===== src/hw/led_panel_pkg.sv =====
//--------------------------------------------------------------------------
// LED status panel, shared definitions
// geometry of the 6 x 16 LED matrix, scan and blink timing, switch
// configuration records and the scan state encoding
//--------------------------------------------------------------------------

package led_panel_pkg;

   // panel geometry, one row per motor
   localparam int NUM_MOTORS  = 16;
   localparam int NUM_COLUMNS = 6;

   // timing, all in display clock cycles
   localparam int SCAN_DIVIDER         = 4;
   localparam int BLINK_ON_CYCLES      = 2;
   localparam int BLINK_OFF_CYCLES     = 3;
   localparam int BLINK_PULSES         = 3;
   localparam int FAIL_DEBOUNCE_CYCLES = 16;

   // derived counter sizes
   localparam int SHIFT_TICKS   = 2 * NUM_MOTORS;
   localparam int BIT_PHASE_W   = $clog2(SHIFT_TICKS);
   localparam int SCAN_DIV_W    = $clog2(SCAN_DIVIDER);
   localparam int BLINK_SLOT_W  = $clog2(BLINK_ON_CYCLES + BLINK_OFF_CYCLES);
   localparam int BLINK_PULSE_W = $clog2(BLINK_PULSES + 1);
   localparam int DEBOUNCE_W    = $clog2(FAIL_DEBOUNCE_CYCLES);

   // column assignment inside one frame
   localparam int COL_A_GREEN  = 0;
   localparam int COL_A_RED    = 1;
   localparam int COL_B_GREEN  = 2;
   localparam int COL_B_RED    = 3;
   localparam int COL_OVERHEAT = 4;
   localparam int COL_FAIL     = 5;

   typedef logic [NUM_MOTORS-1:0] motor_vec_t;
   typedef logic [3:0]            motor_idx_t;
   typedef logic [2:0]            column_idx_t;

   typedef enum logic [1:0] {LED_NONE, LED_GREEN, LED_RED, LED_BOTH} led_color_t;

   typedef struct packed {
      logic       invert;
      led_color_t color;
   } switch_cfg_t;

   // switch A sits in the upper half
   typedef struct packed {
      switch_cfg_t sw_a;
      switch_cfg_t sw_b;
   } motor_cfg_t;

   typedef motor_vec_t [NUM_COLUMNS-1:0] led_frame_t;

   typedef enum logic [1:0] {ST_BLANK, ST_SHIFT, ST_LATCH, ST_NEXT} scan_state_t;

   localparam motor_cfg_t MOTOR_CFG_RESET = '{
      sw_a: '{invert: 1'b0, color: LED_GREEN},
      sw_b: '{invert: 1'b0, color: LED_GREEN}
   };

endpackage

===== src/hw/led_panel_top.sv =====
//--------------------------------------------------------------------------
// LED status panel driver
// scans motor switch, overheat and fail status of a 16 motor crate onto
// an external 6 x 16 LED matrix driver and drives the heartbeat LED
//--------------------------------------------------------------------------

`timescale 1ns/1ps

module led_panel_top (
   input  logic                       display,
   input  logic                       rst_n_i,
   // configuration write port
   input  logic                       cfg_we_i,
   input  led_panel_pkg::motor_idx_t  cfg_motor_i,
   input  led_panel_pkg::motor_cfg_t  cfg_data_i,
   // motor status
   input  led_panel_pkg::motor_vec_t  sw_a_raw_i,
   input  led_panel_pkg::motor_vec_t  sw_b_raw_i,
   input  led_panel_pkg::motor_vec_t  overheat_i,
   input  led_panel_pkg::motor_vec_t  fail_i,
   // LED matrix driver
   output logic                       blank_o,
   output logic                       sclk_o,
   output logic                       data_o,
   output logic                       latch_o,
   output led_panel_pkg::column_idx_t csel_o,
   output logic                       blink_o
);

   import led_panel_pkg::*;

   logic       scan_tick;
   logic       load;
   logic       shift;
   led_frame_t frame;

   scan_timer u_scan_timer (
      .display     (display),
      .rst_n_i     (rst_n_i),
      .scan_tick_o (scan_tick),
      .blink_o     (blink_o)
   );

   led_frame_builder u_led_frame_builder (
      .display     (display),
      .rst_n_i     (rst_n_i),
      .cfg_we_i    (cfg_we_i),
      .cfg_motor_i (cfg_motor_i),
      .cfg_data_i  (cfg_data_i),
      .sw_a_raw_i  (sw_a_raw_i),
      .sw_b_raw_i  (sw_b_raw_i),
      .overheat_i  (overheat_i),
      .fail_i      (fail_i),
      .frame_o     (frame)
   );

   // csel drives both the panel and the shifter column mux
   scan_fsm u_scan_fsm (
      .display     (display),
      .rst_n_i     (rst_n_i),
      .scan_tick_i (scan_tick),
      .load_o      (load),
      .shift_o     (shift),
      .blank_o     (blank_o),
      .sclk_o      (sclk_o),
      .latch_o     (latch_o),
      .csel_o      (csel_o)
   );

   column_shifter u_column_shifter (
      .display (display),
      .rst_n_i (rst_n_i),
      .frame_i (frame),
      .csel_i  (csel_o),
      .load_i  (load),
      .shift_i (shift),
      .data_o  (data_o)
   );

endmodule


===== src/hw/column_shifter.sv =====
//--------------------------------------------------------------------------
// Column shifter
// captures the selected frame column and serializes it msb first
//--------------------------------------------------------------------------

`timescale 1ns/1ps

module column_shifter (
   input  logic                       display,
   input  logic                       rst_n_i,
   input  led_panel_pkg::led_frame_t  frame_i,
   input  led_panel_pkg::column_idx_t csel_i,
   input  logic                       load_i,
   input  logic                       shift_i,
   output logic                       data_o
);

   import led_panel_pkg::*;

   motor_vec_t shreg_q;

   always_ff @(posedge display or negedge rst_n_i) begin
      if (!rst_n_i) begin
         shreg_q <= '0;
      end else if (load_i) begin
         // motor 16 row leaves first
         shreg_q <= frame_i[csel_i];
      end else if (shift_i) begin
         shreg_q <= {shreg_q[NUM_MOTORS-2:0], 1'b0};
      end
   end

   assign data_o = shreg_q[NUM_MOTORS-1];

   // a load colliding with a shift would drop a bit
   a_load_shift: assert property (
      @(posedge display) disable iff (!rst_n_i) !(load_i && shift_i)
   ) else $error("load and shift in the same cycle");

endmodule


===== src/hw/scan_fsm.sv =====
//--------------------------------------------------------------------------
// Matrix scan sequencer
// per column: blank, 16 shift clock periods, latch, then release blank
// and move to the next column; advances only on the scan tick
//--------------------------------------------------------------------------

`timescale 1ns/1ps

module scan_fsm (
   input  logic                       display,
   input  logic                       rst_n_i,
   input  logic                       scan_tick_i,
   output logic                       load_o,
   output logic                       shift_o,
   output logic                       blank_o,
   output logic                       sclk_o,
   output logic                       latch_o,
   output led_panel_pkg::column_idx_t csel_o
);

   import led_panel_pkg::*;

   scan_state_t            state_q;
   logic [BIT_PHASE_W-1:0] bit_q;
   logic [BIT_PHASE_W-1:0] bit_nxt;

   assign bit_nxt = bit_q + 1'b1;

   // shifter strobes, one cycle wide, on the tick closing the phase
   // load at the end of blank, shift at the end of each sclk high phase
   assign load_o  = scan_tick_i && (state_q == ST_BLANK);
   assign shift_o = scan_tick_i && (state_q == ST_SHIFT) && bit_q[0];

   //-----------------------------------------------------------------------
   // state and registered panel outputs
   //-----------------------------------------------------------------------

   // reset into ST_NEXT so the first tick opens column 0
   always_ff @(posedge display or negedge rst_n_i) begin
      if (!rst_n_i) begin
         state_q <= ST_NEXT;
         bit_q   <= '0;
         csel_o  <= '0;
         blank_o <= 1'b0;
         sclk_o  <= 1'b0;
         latch_o <= 1'b0;
      end else if (scan_tick_i) begin
         case (state_q)
            ST_NEXT: begin
               state_q <= ST_BLANK;
               blank_o <= 1'b1;
            end
            ST_BLANK: begin
               state_q <= ST_SHIFT;
               bit_q   <= '0;
            end
            ST_SHIFT: begin
               if (bit_q == BIT_PHASE_W'(SHIFT_TICKS - 1)) begin
                  state_q <= ST_LATCH;
                  sclk_o  <= 1'b0;
                  latch_o <= 1'b1;
               end else begin
                  // odd phases drive sclk high
                  bit_q  <= bit_nxt;
                  sclk_o <= bit_nxt[0];
               end
            end
            ST_LATCH: begin
               state_q <= ST_NEXT;
               latch_o <= 1'b0;
               blank_o <= 1'b0;
               // wrap after the last column
               if (csel_o == column_idx_t'(NUM_COLUMNS - 1)) begin
                  csel_o <= '0;
               end else begin
                  csel_o <= csel_o + 1'b1;
               end
            end
            default: begin
               state_q <= ST_NEXT;
            end
         endcase
      end
   end

   // LED driver expects data clocked only while the outputs are dark
   a_sclk_blank: assert property (
      @(posedge display) disable iff (!rst_n_i) sclk_o |-> blank_o
   ) else $error("sclk active with blank released");

   a_latch_sclk: assert property (
      @(posedge display) disable iff (!rst_n_i) !(latch_o && sclk_o)
   ) else $error("latch and sclk overlap");

   a_csel_range: assert property (
      @(posedge display) disable iff (!rst_n_i) csel_o < NUM_COLUMNS
   ) else $error("column select out of range");

endmodule


===== src/hw/led_frame_builder.sv =====
//--------------------------------------------------------------------------
// LED frame builder
// keeps the per-motor switch configuration, debounces the fail inputs
// and maps switch, overheat and fail status onto the six frame columns
//--------------------------------------------------------------------------

`timescale 1ns/1ps

module led_frame_builder (
   input  logic                      display,
   input  logic                      rst_n_i,
   input  logic                      cfg_we_i,
   input  led_panel_pkg::motor_idx_t cfg_motor_i,
   input  led_panel_pkg::motor_cfg_t cfg_data_i,
   input  led_panel_pkg::motor_vec_t sw_a_raw_i,
   input  led_panel_pkg::motor_vec_t sw_b_raw_i,
   input  led_panel_pkg::motor_vec_t overheat_i,
   input  led_panel_pkg::motor_vec_t fail_i,
   output led_panel_pkg::led_frame_t frame_o
);

   import led_panel_pkg::*;

   motor_cfg_t            cfg_q      [NUM_MOTORS];
   logic [DEBOUNCE_W-1:0] deb_cnt_q  [NUM_MOTORS];
   motor_vec_t            fail_deb_q;

   // raw switch is active low, invert flips the sense
   function automatic logic actuated(input switch_cfg_t cfg, input logic raw);
      return (~raw) ^ cfg.invert;
   endfunction

   function automatic logic lit_green(input switch_cfg_t cfg, input logic raw);
      return actuated(cfg, raw) && ((cfg.color == LED_GREEN) || (cfg.color == LED_BOTH));
   endfunction

   function automatic logic lit_red(input switch_cfg_t cfg, input logic raw);
      return actuated(cfg, raw) && ((cfg.color == LED_RED) || (cfg.color == LED_BOTH));
   endfunction

   //-----------------------------------------------------------------------
   // switch configuration
   //-----------------------------------------------------------------------

   // one motor per write strobe, visible in the frame next cycle
   always_ff @(posedge display or negedge rst_n_i) begin
      if (!rst_n_i) begin
         for (int m = 0; m < NUM_MOTORS; m++) begin
            cfg_q[m] <= MOTOR_CFG_RESET;
         end
      end else if (cfg_we_i) begin
         cfg_q[cfg_motor_i] <= cfg_data_i;
      end
   end

   //-----------------------------------------------------------------------
   // fail debouncing
   //-----------------------------------------------------------------------

   // counter runs only while the input disagrees with the debounced bit,
   // any return to the old level restarts it
   always_ff @(posedge display or negedge rst_n_i) begin
      if (!rst_n_i) begin
         for (int m = 0; m < NUM_MOTORS; m++) begin
            deb_cnt_q[m] <= '0;
         end
         fail_deb_q <= '0;
      end else begin
         for (int m = 0; m < NUM_MOTORS; m++) begin
            if (fail_i[m] == fail_deb_q[m]) begin
               deb_cnt_q[m] <= '0;
            end else if (deb_cnt_q[m] == DEBOUNCE_W'(FAIL_DEBOUNCE_CYCLES - 1)) begin
               // stable long enough, take the new level
               deb_cnt_q[m]  <= '0;
               fail_deb_q[m] <= fail_i[m];
            end else begin
               deb_cnt_q[m] <= deb_cnt_q[m] + 1'b1;
            end
         end
      end
   end

   //-----------------------------------------------------------------------
   // frame mapping
   //-----------------------------------------------------------------------

   always_comb begin
      for (int m = 0; m < NUM_MOTORS; m++) begin
         // extremity switch A
         frame_o[COL_A_GREEN][m] = lit_green(cfg_q[m].sw_a, sw_a_raw_i[m]);
         frame_o[COL_A_RED][m]   = lit_red(cfg_q[m].sw_a, sw_a_raw_i[m]);
         // extremity switch B
         frame_o[COL_B_GREEN][m] = lit_green(cfg_q[m].sw_b, sw_b_raw_i[m]);
         frame_o[COL_B_RED][m]   = lit_red(cfg_q[m].sw_b, sw_b_raw_i[m]);
      end
      // overheat goes straight to the panel
      frame_o[COL_OVERHEAT] = overheat_i;
      frame_o[COL_FAIL]     = fail_deb_q;
   end

endmodule


===== src/hw/scan_timer.sv =====
//--------------------------------------------------------------------------
// Scan timer
// divides the display clock down to the matrix scan tick and generates
// the front-panel heartbeat: a burst of short pulses, then a quiet gap
//--------------------------------------------------------------------------

`timescale 1ns/1ps

module scan_timer (
   input  logic display,
   input  logic rst_n_i,
   output logic scan_tick_o,
   output logic blink_o
);

   import led_panel_pkg::*;

   logic [SCAN_DIV_W-1:0]    div_q;
   logic [BLINK_SLOT_W-1:0]  slot_q;
   logic [BLINK_PULSE_W-1:0] pulse_q;
   logic                     slot_end;

   //-----------------------------------------------------------------------
   // scan tick
   //-----------------------------------------------------------------------

   // free running divider, tick on the last count
   always_ff @(posedge display or negedge rst_n_i) begin
      if (!rst_n_i) begin
         div_q       <= '0;
         scan_tick_o <= 1'b0;
      end else begin
         div_q       <= div_q + 1'b1;
         scan_tick_o <= (div_q == SCAN_DIV_W'(SCAN_DIVIDER - 1));
      end
   end

   //-----------------------------------------------------------------------
   // heartbeat
   //-----------------------------------------------------------------------

   // one slot is an on/off pair, the gap is just one more slot
   // with the LED kept dark
   assign slot_end = (slot_q == BLINK_SLOT_W'(BLINK_ON_CYCLES + BLINK_OFF_CYCLES - 1));

   always_ff @(posedge display or negedge rst_n_i) begin
      if (!rst_n_i) begin
         slot_q  <= '0;
         pulse_q <= '0;
         blink_o <= 1'b0;
      end else begin
         if (slot_end) begin
            slot_q <= '0;
            // pulse count BLINK_PULSES marks the gap slot
            if (pulse_q == BLINK_PULSE_W'(BLINK_PULSES)) begin
               pulse_q <= '0;
            end else begin
               pulse_q <= pulse_q + 1'b1;
            end
         end else begin
            slot_q <= slot_q + 1'b1;
         end
         // lit in the first cycles of a slot, never in the gap
         blink_o <= (pulse_q != BLINK_PULSE_W'(BLINK_PULSES)) &&
                    (slot_q < BLINK_SLOT_W'(BLINK_ON_CYCLES));
      end
   end

   // the FSM relies on single cycle ticks
   a_tick_single: assert property (
      @(posedge display) disable iff (!rst_n_i)
      scan_tick_o |=> !scan_tick_o
   ) else $error("scan tick held for more than one cycle");

endmodule


===== config.mk =====
export PLATFORM = sky130hd
export DESIGN_NAME = led_panel_top
export DESIGN_NICKNAME = d
export VERILOG_FILES = /design/src/hw/led_panel_pkg.sv /design/src/hw/led_panel_top.sv /design/src/hw/column_shifter.sv /design/src/hw/scan_fsm.sv /design/src/hw/led_frame_builder.sv /design/src/hw/scan_timer.sv
export SDC_FILE = /design/constraint.sdc
export NUM_CORES = 1
export LEC_CHECK = 0
export ABC_AREA = 1
export BUFFER_PORTS_ARGS = -buffer_cell sky130_fd_sc_hd__buf_2
export CORE_AREA = 2 2 139 141
export CTS_BUF_LIST = sky130_fd_sc_hd__clkbuf_4 sky130_fd_sc_hd__clkbuf_8
export DETAILED_ROUTE_END_ITERATION = 10
export DIE_AREA = 0 0 141 143
export GPL_TIMING_DRIVEN = 0
export PLACE_DENSITY = 0.77
export SYNTH_ARGS = -nofsm -noshare
export SYNTH_HDL_FRONTEND = slang
export SYNTH_SLANG_ARGS = --single-unit

===== constraint.sdc =====
create_clock -name display -period 1.4 [get_ports display]
set_input_delay 0.14 -clock display [delete_from_list [all_inputs] [get_ports display]]
set_output_delay 0.14 -clock display [all_outputs]
set_load 0.02 [all_outputs]

==> results of run 1 <==
==> power breakdown <==
group | switching (mW) | leakage [nW] | internal (mW)
Clock | 2.54 | 0.419 | 3.43
Combinational | 1.20 | 3.38 | 0.898
Sequential | 0.543 | 2.67 | 7.15
==> area by class of cell <==
cell class	count	area share, %
multi-input combinational	866	34.88
sequential	214	42.77
clock inverter	6	0.3073
clock buffer	60	5.997
buffer	46	3.013
timing repair buffer	121	6.453
tap	234	2.320
inverter	136	4.253
==> cell families (layout without fill, tap and decap cells) <==
group,after synthesis,after routing
buffers and inverters,182,369
XOR/XNOR,51,51
AND/OR/NAND/NOR,620,620
adder cells (fa/ha/maj),26,26
AO/OA/AOI/OAI,163,163
flip-flops,214,214
multiplexers,6,6
==> stage by stage <==
step | utilization, % | cells | setup TNS [ns] | hold slack, ns
global placement | 59.35 | 1580 | -698.78 | 0.4112
floorplan | - | 1262 | -0.08207 | -0.1556
detailed placement | 59.55 | 1581 | -4.186 | 0.2102
CTS | 66.95 | 1680 | -0.1870 | 0.009494
finish | 67.93 | 1683 | -0.7920 | 0.03457
global route | 67.93 | 1683 | -2.295 | 0.02932
==> synthesized netlist by cell type <==
master / count / share of area, %
nor2_2: 1 / 0.061
clkbuf_1: 11 / 0.40
inv_1: 135 / 4.9
nor3_1: 3 / 0.15
mux2_2: 6 / 0.66
ha_1: 26 / 3.2
buf_6: 2 / 0.22
o21ai_1: 13 / 0.63
buf_2: 31 / 1.5
o21a_1: 1 / 0.073
a21oi_1: 26 / 1.3
o211ai_1: 1 / 0.073
nand3_1: 73 / 3.6
dfrtp_1: 180 / 44
nor3_4: 1 / 0.16
nor2_1: 202 / 7.4
xnor2_1: 35 / 3.0
xor2_1: 16 / 1.4
dfstp_2: 34 / 8.7
nand2_1: 326 / 12
clkbuf_2: 1 / 0.049
buf_4: 1 / 0.073
or2_2: 12 / 0.73
inv_2: 1 / 0.036
o21ai_0: 122 / 5.9
nor3_2: 2 / 0.19
==> flip-flops by register name, indices dropped and copies added (netlist names), 2 cells and up <==
register                        cells
u_led_frame_builder.cfg_q          96
u_led_frame_builder.fail_deb_q     16
u_column_shifter.shreg_q           16
u_scan_fsm.state_q                  2
u_scan_timer.div_q                  2
u_led_frame_builder.deb_cnt_q      64
u_scan_fsm.bit_q                    5
u_scan_timer.pulse_q                2
u_scan_timer.slot_q                 3
u_scan_fsm.csel_o                   3
==> layer usage <==
layer / up-vias / part of all wire (%) / track usage [%]
met2: 224 / 48 / 41.80
li1: 4262 / - / -
met3: 54 / 5.4 / 3.924
met1: 4123 / 44 / 32.48
met5: - / 0 / 0
met4: 0 / 2.6 / 9.368
==> worst max-delay path, stage by stage, from the launching register on <==
cell	delay, ns
dfstp_2	0.57
inv_4	0.06
ha_4	0.17
nand2_4	0.09
nand2_2	0.07
inv_4	0.10
buf_8	0.14
nor2_1	0.05
nand2_1	0.06
nand2_1	0.04
==> how the worst min path moves through the flow <==
stage | slack [ns] | to | from
6_report | 0.03 | u_led_frame_builder.cfg_q[75] | cfg_data_i[3]
5_1_grt | 0.03 | u_led_frame_builder.cfg_q[72] | cfg_data_i[0]
4_1_cts | 0.009 | u_led_frame_builder.cfg_q[69] | cfg_data_i[3]
3_5_place_dp | 0.21 | u_led_frame_builder.cfg_q[56] | rst_n_i
3_3_place_gp | 0.41 | u_scan_timer.div_q[0] | u_scan_timer.div_q[0]
2_1_floorplan | -0.16 | u_column_shifter.shreg_q[0] | rst_n_i
==> timing repair <==
action | in CTS | in global routing
buffers inserted | 11 | 4
endpoints found under the setup margin | 25 | 127
resized for setup | 85 | 56
pin swaps | 25 | 14
hold endpoints to repair | 128 | 0
gates cloned | 4 | 0
hold buffers | 18 | 0
==> results_dict.tcl, run 1 <==
set metrics [dict create \
    yosys.area_share.simple_pct 24.12 \
    detail-route-antenna-nets 0 \
    worstSetupPathType "reg -> reg" \
    status "complete, but fails checks" \
    chipHeight_um 143 \
    max_freq_mhz 685.5 \
    die-width_um 141 \
    hold_viol 0 \
    multiInputGateArea_sq_um 4403 \
    final_common_cell "nand2_1" \
    hold_depth 3 \
    place_area_sq_um 11060 \
    num_rows 50 \
    cts_max_level 2 \
    detail_route.wl_per_cell_um 14.52 \
    start_util_pct 55.33 \
    path_max_fanout 10 \
    cts-root-buf "clkbuf_8" \
    layout_min_cycle_time_ns 1.459 \
    arrival_ns 1.87 \
    critPathRequiredTime_ns 1.81 \
    ys_warn_count 0 \
    worstMarginPinSlew_ns 0.6197 \
    drc_errors 0 \
    synth_mux_area_share_pct 0.6573 \
    synth_seq_cells 214 \
    violations "setup timing" \
    antenna_found_initial 0 \
    core_sq_um 18580 \
    grt_pass1_wl_um 39710 \
    io_buffers 84 \
    wl_um 24440 \
    yosysUniqueCellTypes 26 \
    final_max_slew_viol_count 0 \
    crit_path_start "u_scan_fsm.state_q[1]" \
    grt_pass1_vias 8176 \
    fin_skew_ns 0.02070 \
    fill_cells 1472 \
    cts.sinks 214 \
    drive_above_1_share_pct 23.05 \
    endpoint "u_column_shifter.shreg_q[6]" \
    grt-ovfl-total 0 \
    synth_xor_area_share_pct 4.345 \
    synthesis.instances 1262 \
    numCtsBuffers 37 \
    drt_iter0_drc 657 \
    rr_endpoint "u_column_shifter.shreg_q[6]" \
    vias 8663 \
    syn_avg_cell_area_sq_um 8.146 \
    end_kind "register" \
    clk_pin_slew_worst_paths_ns 0.06 \
    finalCritPeriodShare_pct 104.2 \
    cts_tree "done" \
    rr_worst_depth 9 \
    dr.pass1.iters 5 \
    clockBufferDepth 3 \
    setup_viol 19 \
    max-slew-margin-rel_pct 58.68 \
    p_total_mw 15.76 \
    vdd_drop_max_mv 0.9146 \
    synth_top_family_by_area "simple AND/OR/NAND/NOR gates" \
    grt_max_degree 122 \
    seqCellArea_sq_um 5399 \
    via_per_inst 5.147 \
    cellPowerDensity_nw_per_um2 1249 \
    reg2reg_slack_ns -0.06 \
    fin_area_sq_um 12620 \
    dp_slack_ns -0.3226 \
    seq_area_frac_synth_pct 52.51 \
    routabilityCongestion 0.9041 \
    insertion_delay_ns 0.53 \
    max_cap_viol_count 0 \
    fin_nets 1525 \
    io_pins 85 \
    r2r_start "u_scan_fsm.state_q[1]" \
    leakage_nw 6.469 \
    syn_to_final_growth_pct 22.78 \
    rsz0062_at_grt "yes" \
    n_antenna_cell 0 \
    crit_path_start_kind "register" \
    dp_hpwl_um 16080 \
    synth_compound_area_share_pct 7.984 \
    synth.net_count 1365 \
    hp-class "in -> reg" \
    setup_ws_ns -0.05889 \
    syn_area_sq_um 10280 \
    mostFrequentLayoutCells "nand2_1 (307), dfrtp_1 (179), nor2_1 (178)" \
    synthAdderAreaFrac_pct 3.165 \
    gr-usage-all-layers_pct 24.75 \
    die-area_sq_um 20160 \
]
Note: power is estimated with default switching activity, not from simulation.
==> run 2, diff against run 1 <==
--- a/config.mk
+++ b/config.mk
@@ -7,12 +7,13 @@
 export LEC_CHECK = 0
 export ABC_AREA = 1
 export BUFFER_PORTS_ARGS = -buffer_cell sky130_fd_sc_hd__buf_2
-export CORE_AREA = 2 2 139 141
+export CORE_AREA = 2 2 155 157
 export CTS_BUF_LIST = sky130_fd_sc_hd__clkbuf_4 sky130_fd_sc_hd__clkbuf_8
 export DETAILED_ROUTE_END_ITERATION = 10
-export DIE_AREA = 0 0 141 143
+export DIE_AREA = 0 0 157 159
 export GPL_TIMING_DRIVEN = 0
-export PLACE_DENSITY = 0.77
+export PLACE_DENSITY = 0.64
+export RECOVER_POWER = 25
 export SYNTH_ARGS = -nofsm -noshare
 export SYNTH_HDL_FRONTEND = slang
 export SYNTH_SLANG_ARGS = --single-unit
==> run 2 against run 1 <==
  * The flow still finishes with violations (setup timing)
  * Non-clock buffer count up 2
  * Combinational power about the same
  * Worst setup slack better by 0.016 ns
  * Worst hold slack worse by 0.024 ns
  * Sequential cell count unchanged
  * Utilization down 13 points
  * Die area up 24%
  * First-iteration DRC count down 17%
  * Power up 3.7%
  * Critical endpoint unchanged
  * Wire length up 3.0%
  * Global-route usage down 4.1 points
  * Clock-buffer cell count up 3
==> results_dict.tcl, run 2 (synthesized netlist as in run 1, its figures left out) <==
set metrics [dict create \
    status "complete, but fails checks" \
    violations "setup timing" \
    dr.pass1.iters 5 \
    worstSetupPathType "reg -> reg" \
    cts-root-buf "clkbuf_8" \
    grt_use_met1_pct 27.98 \
    hp-class "in -> reg" \
    crit_chain "buf_6 -> buf_4 -> nor2_1 -> nor2_1 -> nand3_1 -> nand2_2 -> nand2_1 -> nand2_1 -> nand2_1 -> nand2_1" \
    layout_min_cycle_time_ns 1.443 \
    chipHeight_um 159 \
    grtUsageMet3_pct 4.464 \
    hold_viol 0 \
    max_freq_mhz 692.9 \
    critPathBufInv 2 \
    max_cap_viol_count 0 \
    detail_route.wl_per_cell_um 14.16 \
    stdcell_count 1777 \
    vdd_drop_max_mv 0.6712 \
    final_common_cell "nand2_1" \
    utilization_pct 55.37 \
    drive_above_1_share_pct 22.79 \
    grt-ovfl-total 0 \
    comb_power_share_pct 12.9 \
    dp_cells 1666 \
    clk_pin_slew_worst_paths_ns 0.07 \
    critPathRequiredTime_ns 1.83 \
    dp_slack_ns -0.3497 \
    slowest_delay_ns 0.39 \
    insertion_delay_ns 0.54 \
    setup_viol 18 \
    top_usage_layer "met2" \
    start_util_pct 44.32 \
    multiInputGateArea_sq_um 4385 \
    fin_skew_ns 0.02417 \
    via_per_inst 4.757 \
    num_rows 56 \
    max-slew-margin-rel_pct 54.80 \
    die-area_sq_um 24960 \
    slowest_stage "dfrtp_1" \
    worstMarginPinSlew_ns 0.6780 \
    regMostFlops "u_led_frame_builder.cfg_q" \
    seqCellArea_sq_um 5399 \
    crit_path_start_kind "register" \
    grt_pass1_wl_um 40740 \
    internal_power_mw 11.93 \
    power_frac_clock_pct 40.2 \
    core_sq_um 23190 \
    routabilityCongestion 0.8016 \
    cp_top_family "simple AND/OR/NAND/NOR gates" \
    dp_hpwl_um 16640 \
    mostFrequentLayoutCells "nand2_1 (303), nor2_1 (190), dfrtp_1 (179)" \
    detail-route-antenna-nets 0 \
    finalCritPeriodShare_pct 103.1 \
    antenna_found_initial 2 \
    cellPowerDensity_nw_per_um2 1273 \
    switching_share_pct 27.05 \
    rsz0062_at_grt "yes" \
    reg_top3 "u_led_frame_builder.cfg_q: 96 flops, u_led_frame_builder.deb_cnt_q: 64 flops" \
    grt_max_degree 115 \
    fin_nets 1529 \
    cts_max_level 2 \
    io_buffers 84 \
    drt_iter0_drc 547 \
    vias 8453 \
    reg2reg_slack_ns -0.04 \
    drc_errors 0 \
    end_kind "register" \
    arrival_ns 1.87 \
    cts.sinks 214 \
    clockBufferDepth 3 \
    final_max_slew_viol_count 0 \
    syn_to_final_growth_pct 24.92 \
    hold_slack_ns 0.01059 \
    die-width_um 157 \
    largest_reg_flops 96 \
    setup_ws_ns -0.04317 \
    crit_top_cell "nand2_1" \
    seqPwrFrac_pct 46.9 \
    numCtsBuffers 39 \
    grt_pass1_vias 7984 \
    cts_tree "done" \
    wl_um 25160 \
    gr-usage-all-layers_pct 20.63 \
    grt_use_met2_pct 32.50 \
    leakage_nw 6.530 \
    fill_cells 2112 \
    io_pins 85 \
    path_max_fanout 10 \
    switchingPower_mw 4.421 \
]
[run 2: cell types whose count changed in the layout (fill, tap and decap cells not counted), moves of 4 or more]
| cell | change |
|---|---|
| nor2_1 | +12 |
| nor2_2 | -7 |
| dlygate4sd3_1 | +5 |
| nand2_2 | +5 |
| nor2_4 | -5 |
| buf_2 | -4 |
| buf_6 | +4 |
| clkbuf_8 | +4 |
| nand2_1 | -4 |
[run 2: worst paths after layout]
kind	startpoint	to	cells past startpoint
setup / recovery	u_scan_fsm.csel_o[0]	u_column_shifter.shreg_q[6]	10
hold / removal	cfg_data_i[2]	u_led_frame_builder.cfg_q[86]	3
setup reg to reg	u_scan_fsm.csel_o[0]	u_column_shifter.shreg_q[6]	10
hold reg to reg	u_scan_timer.div_q[0]	u_scan_timer.div_q[0]	1
min in group asynchronous	rst_n_i	u_led_frame_builder.cfg_q[68]	2
max in group asynchronous	rst_n_i	u_scan_fsm.sclk_o	3
[run 2: timing repair]
item,4_1_cts,5_1_grt
setup endpoints to repair,24,166
setup buffers,9,4
cloned,3,0
hold buffers,23,0
endpoints found under the hold margin,164,0
pin swaps,8,10
resized for setup,87,54
[run 2: through the flow]
stage / TNS [ns] / power [mW] / cell area [sq um]
2_1_floorplan: -0.08207 / 9.051 / 10310
3_3_place_gp: -738.67 / 9.689 / 11130
3_5_place_dp: -4.360 / 9.787 / 11170
4_1_cts: -0.1419 / 16.52 / 12650
5_1_grt: -1.936 / 17.32 / 12840
6_report: -0.3760 / 16.35 / 12840
[run 2: power groups by stage]
stage / clock network, mW / logic [mW] / registers, mW
after detailed placement: 0 / 2.03 / 7.75
after global placement: 0 / 1.96 / 7.72
after global routing: 7.07 / 2.48 / 7.77
after floorplan: 0 / 1.41 / 7.64
after CTS: 6.75 / 2.11 / 7.66
final: 6.58 / 2.10 / 7.67
[run 2: worst register-to-register path: cells and delay by family, from the launching register on]
family,cells,cell delay [ns]
buffers and inverters,2,0.34
AND/OR/NAND/NOR,8,0.62
flip-flops,1,0.39
[run 2: layer usage]
| layer | share of wire, % | wire [um] |
|---|---|---|
| met5 | 0.052 | 13 |
| met4 | 2.9 | 723 |
| met3 | 5.7 | 1433 |
| met2 | 46 | 11540 |
| met1 | 46 | 11450 |
[run 2: final cells by class]
| cell class | count | share of cell area [%] |
|---|---|---|
| sequential | 214 | 42.04 |
| clock buffer | 63 | 6.314 |
| clock inverter | 9 | 0.6139 |
| inverter | 136 | 4.141 |
| tap | 319 | 3.108 |
| antenna | 1 | 0.01949 |
| buffer | 45 | 2.884 |
| timing repair buffer | 124 | 6.723 |
| multi-input combinational | 866 | 34.15 |
==> run 3, diff against run 2 <==
--- a/config.mk
+++ b/config.mk
@@ -12,6 +12,7 @@
 export DETAILED_ROUTE_END_ITERATION = 10
 export DIE_AREA = 0 0 157 159
 export GPL_TIMING_DRIVEN = 0
+export HOLD_SLACK_MARGIN = 0.02
 export PLACE_DENSITY = 0.64
 export RECOVER_POWER = 25
 export SYNTH_ARGS = -nofsm -noshare
==> constraint.sdc (replaced) <==
create_clock -name display -period 1.4 [get_ports display]
set_input_delay 0.07 -clock display [delete_from_list [all_inputs] [get_ports display]]
set_output_delay 0.07 -clock display [all_outputs]
set_load 0.02 [all_outputs]
==> run 3 against run 2 <==
  * The flow still finishes with violations (setup timing)
  * Die area is the same
  * Non-clock buffer count grew 22
  * Cell count grew 1.2%
  * Clock-buffer cell count is the same
  * Power grew 0.30%
  * Clock power is essentially flat
  * Critical path depth shrank 1
  * Design area grew 1.9%
  * Sequential cell count is the same
==> results_dict.tcl, run 3 (synthesized netlist as in run 1, its figures left out) <==
set metrics [dict create \
    status "complete, but fails checks" \
    hold_depth 7 \
    detail_route.wl_per_cell_um 14.20 \
    hp-class "in -> reg" \
    regMostFlops "u_led_frame_builder.cfg_q" \
    worstSetupPathType "reg -> reg" \
    critPathRequiredTime_ns 1.83 \
    fin_skew_ns 0.01943 \
    vias 8556 \
    critPathBufInv 2 \
    reg_top3 "u_led_frame_builder.cfg_q: 96 flops, u_led_frame_builder.deb_cnt_q: 64 flops" \
    setup_ws_ns -0.05599 \
    largest_reg_flops 96 \
    r2r_start "u_scan_fsm.bit_q[0]" \
    crit_path_start "u_scan_fsm.bit_q[0]" \
    vdd_drop_max_mv 0.6715 \
    crit_chain "ha_2 -> nand2_2 -> nor2_2 -> ha_2 -> inv_4 -> nand3_4 -> buf_4 -> nand3_1 -> nand2_1" \
    io_pins 85 \
    fin_tns_setup_ns -0.4444 \
    cts.sinks 214 \
    finalCritPeriodShare_pct 104.0 \
    cts_tree "done" \
    place_area_sq_um 11170 \
    hold_viol 0 \
    crit_path_start_kind "register" \
    final_common_cell "nand2_1" \
    die-width_um 157 \
    clk_pin_slew_worst_paths_ns 0.07 \
    max_cap_viol_count 0 \
    hold_start "overheat_i[6]" \
    routabilityCongestion 0.8016 \
    worstMarginPinSlew_ns 0.6605 \
    grt_max_degree 115 \
    drt_iter0_drc 553 \
    chipHeight_um 159 \
    slowest_stage "dfrtp_1" \
    final_max_slew_viol_count 0 \
    dr.pass1.iters 5 \
    cellPowerDensity_nw_per_um2 1253 \
    num_rows 56 \
    path_max_fanout 7 \
    drive_above_1_share_pct 22.99 \
    cts-root-buf "clkbuf_8" \
    io_buffers 84 \
    max_freq_mhz 686.8 \
    wl_um 25540 \
    arrival_ns 1.88 \
    slowest_delay_ns 0.40 \
    drc_errors 0 \
    hold-path-endpoint "u_column_shifter.shreg_q[6]" \
    crit_top_cell "ha_2" \
    mostFrequentLayoutCells "nand2_1 (306), nor2_1 (186), dfrtp_1 (179)" \
    cp_top_family "flip-flops" \
    start_util_pct 44.32 \
    grt_pass1_vias 8087 \
    reg2reg_slack_ns -0.06 \
    rr_worst_depth 9 \
    violations "setup timing" \
    fin_area_sq_um 13090 \
    fill_cells 2093 \
    end_kind "register" \
    detail-route-antenna-nets 0 \
    via_per_inst 4.756 \
    grt-ovfl-total 0 \
    die-area_sq_um 24960 \
    cts_max_level 2 \
    max-slew-margin-rel_pct 55.97 \
    setup_viol 21 \
    numCtsBuffers 39 \
    grt_pass1_wl_um 41060 \
    core_sq_um 23190 \
    dp_hpwl_um 16640 \
    syn_to_final_growth_pct 27.32 \
    insertion_delay_ns 0.54 \
    rsz0062_at_grt "yes" \
    fin_nets 1551 \
    clockBufferDepth 3 \
    rr_endpoint "u_scan_fsm.bit_q[4]" \
    leakage_nw 6.641 \
    layout_min_cycle_time_ns 1.456 \
    gr-usage-all-layers_pct 20.79 \
    antenna_found_initial 2 \
    p_total_mw 16.40 \
]
==> run 3: worst reg2reg max path, delay by kind of cell (launching register included) <==
family | cells | cell delay, ns
adder cells (fa/ha/maj) | 2 | 0.37
buffers and inverters | 2 | 0.25
flip-flops | 1 | 0.40
AND/OR/NAND/NOR | 5 | 0.35
==> run 3: area by class of cell <==
| class | instances | area, sq um | share of cell area, % |
|---|---|---|---|
| clock inverter | 9 | 78.83 | 0.6022 |
| sequential | 214 | 5399 | 41.25 |
| clock buffer | 63 | 810.8 | 6.194 |
| buffer | 46 | 366.6 | 2.801 |
| tap | 319 | 399.1 | 3.049 |
| multi-input combinational | 866 | 4400 | 33.62 |
| inverter | 136 | 536.8 | 4.101 |
| antenna | 1 | 2.502 | 0.01912 |
| timing repair buffer | 145 | 1095 | 8.364 |
==> run 3: power breakdown <==
group,switching [mW],internal (mW),total (mW)
clock,2.71,3.87,6.59
combinational,1.21,0.933,2.14
sequential,0.517,7.15,7.67
==> run 3: how the worst max path moves through the flow <==
| stage | slack [ns] | cells past startpoint | endpoint |
|---|---|---|---|
| floorplan | -0.006 | 9 | u_column_shifter.shreg_q[10] |
| global placement | -3.61 | 1 | u_led_frame_builder.deb_cnt_q[36] |
| detailed placement | -0.35 | 7 | u_column_shifter.shreg_q[6] |
| CTS | -0.02 | 9 | u_scan_fsm.bit_q[3] |
| global route | -0.13 | 9 | u_scan_fsm.bit_q[3] |
| finish | -0.06 | 9 | u_scan_fsm.bit_q[4] |
==> run 3: metrics by stage <==
stage	setup slack (ns)	cells	utilization, %	hold slack, ns
after floorplan	-0.005722	1262	-	-0.2256
after global placement	-3.611	1665	48.00	0.3298
after detailed placement	-0.3497	1666	48.17	0.2192
after CTS	-0.02471	1791	55.31	0.02039
after global routing	-0.1272	1798	56.43	0.06069
final	-0.05599	1799	56.44	0.05526
==> run 3: routing by layer <==
metal | share of wire, % | GRT usage, % | vias to the layer above
met3 | 5.5 | 4.464 | 51
met1 | 46 | 28.09 | 3998
met2 | 45 | 32.76 | 191
li1 | - | - | 4314
met4 | 3.2 | 8.048 | 2
met5 | 0.051 | 0 | -
==> run 3: timing repair <==
action                                  in CTS  in global routing
cloned                                       3                  2
hold buffers                                41                  0
pin swaps                                    8                 10
setup buffers                                9                  5
endpoints found under the hold margin      228                  0
endpoints found under the setup margin      24                105
resized for setup                           87                 56
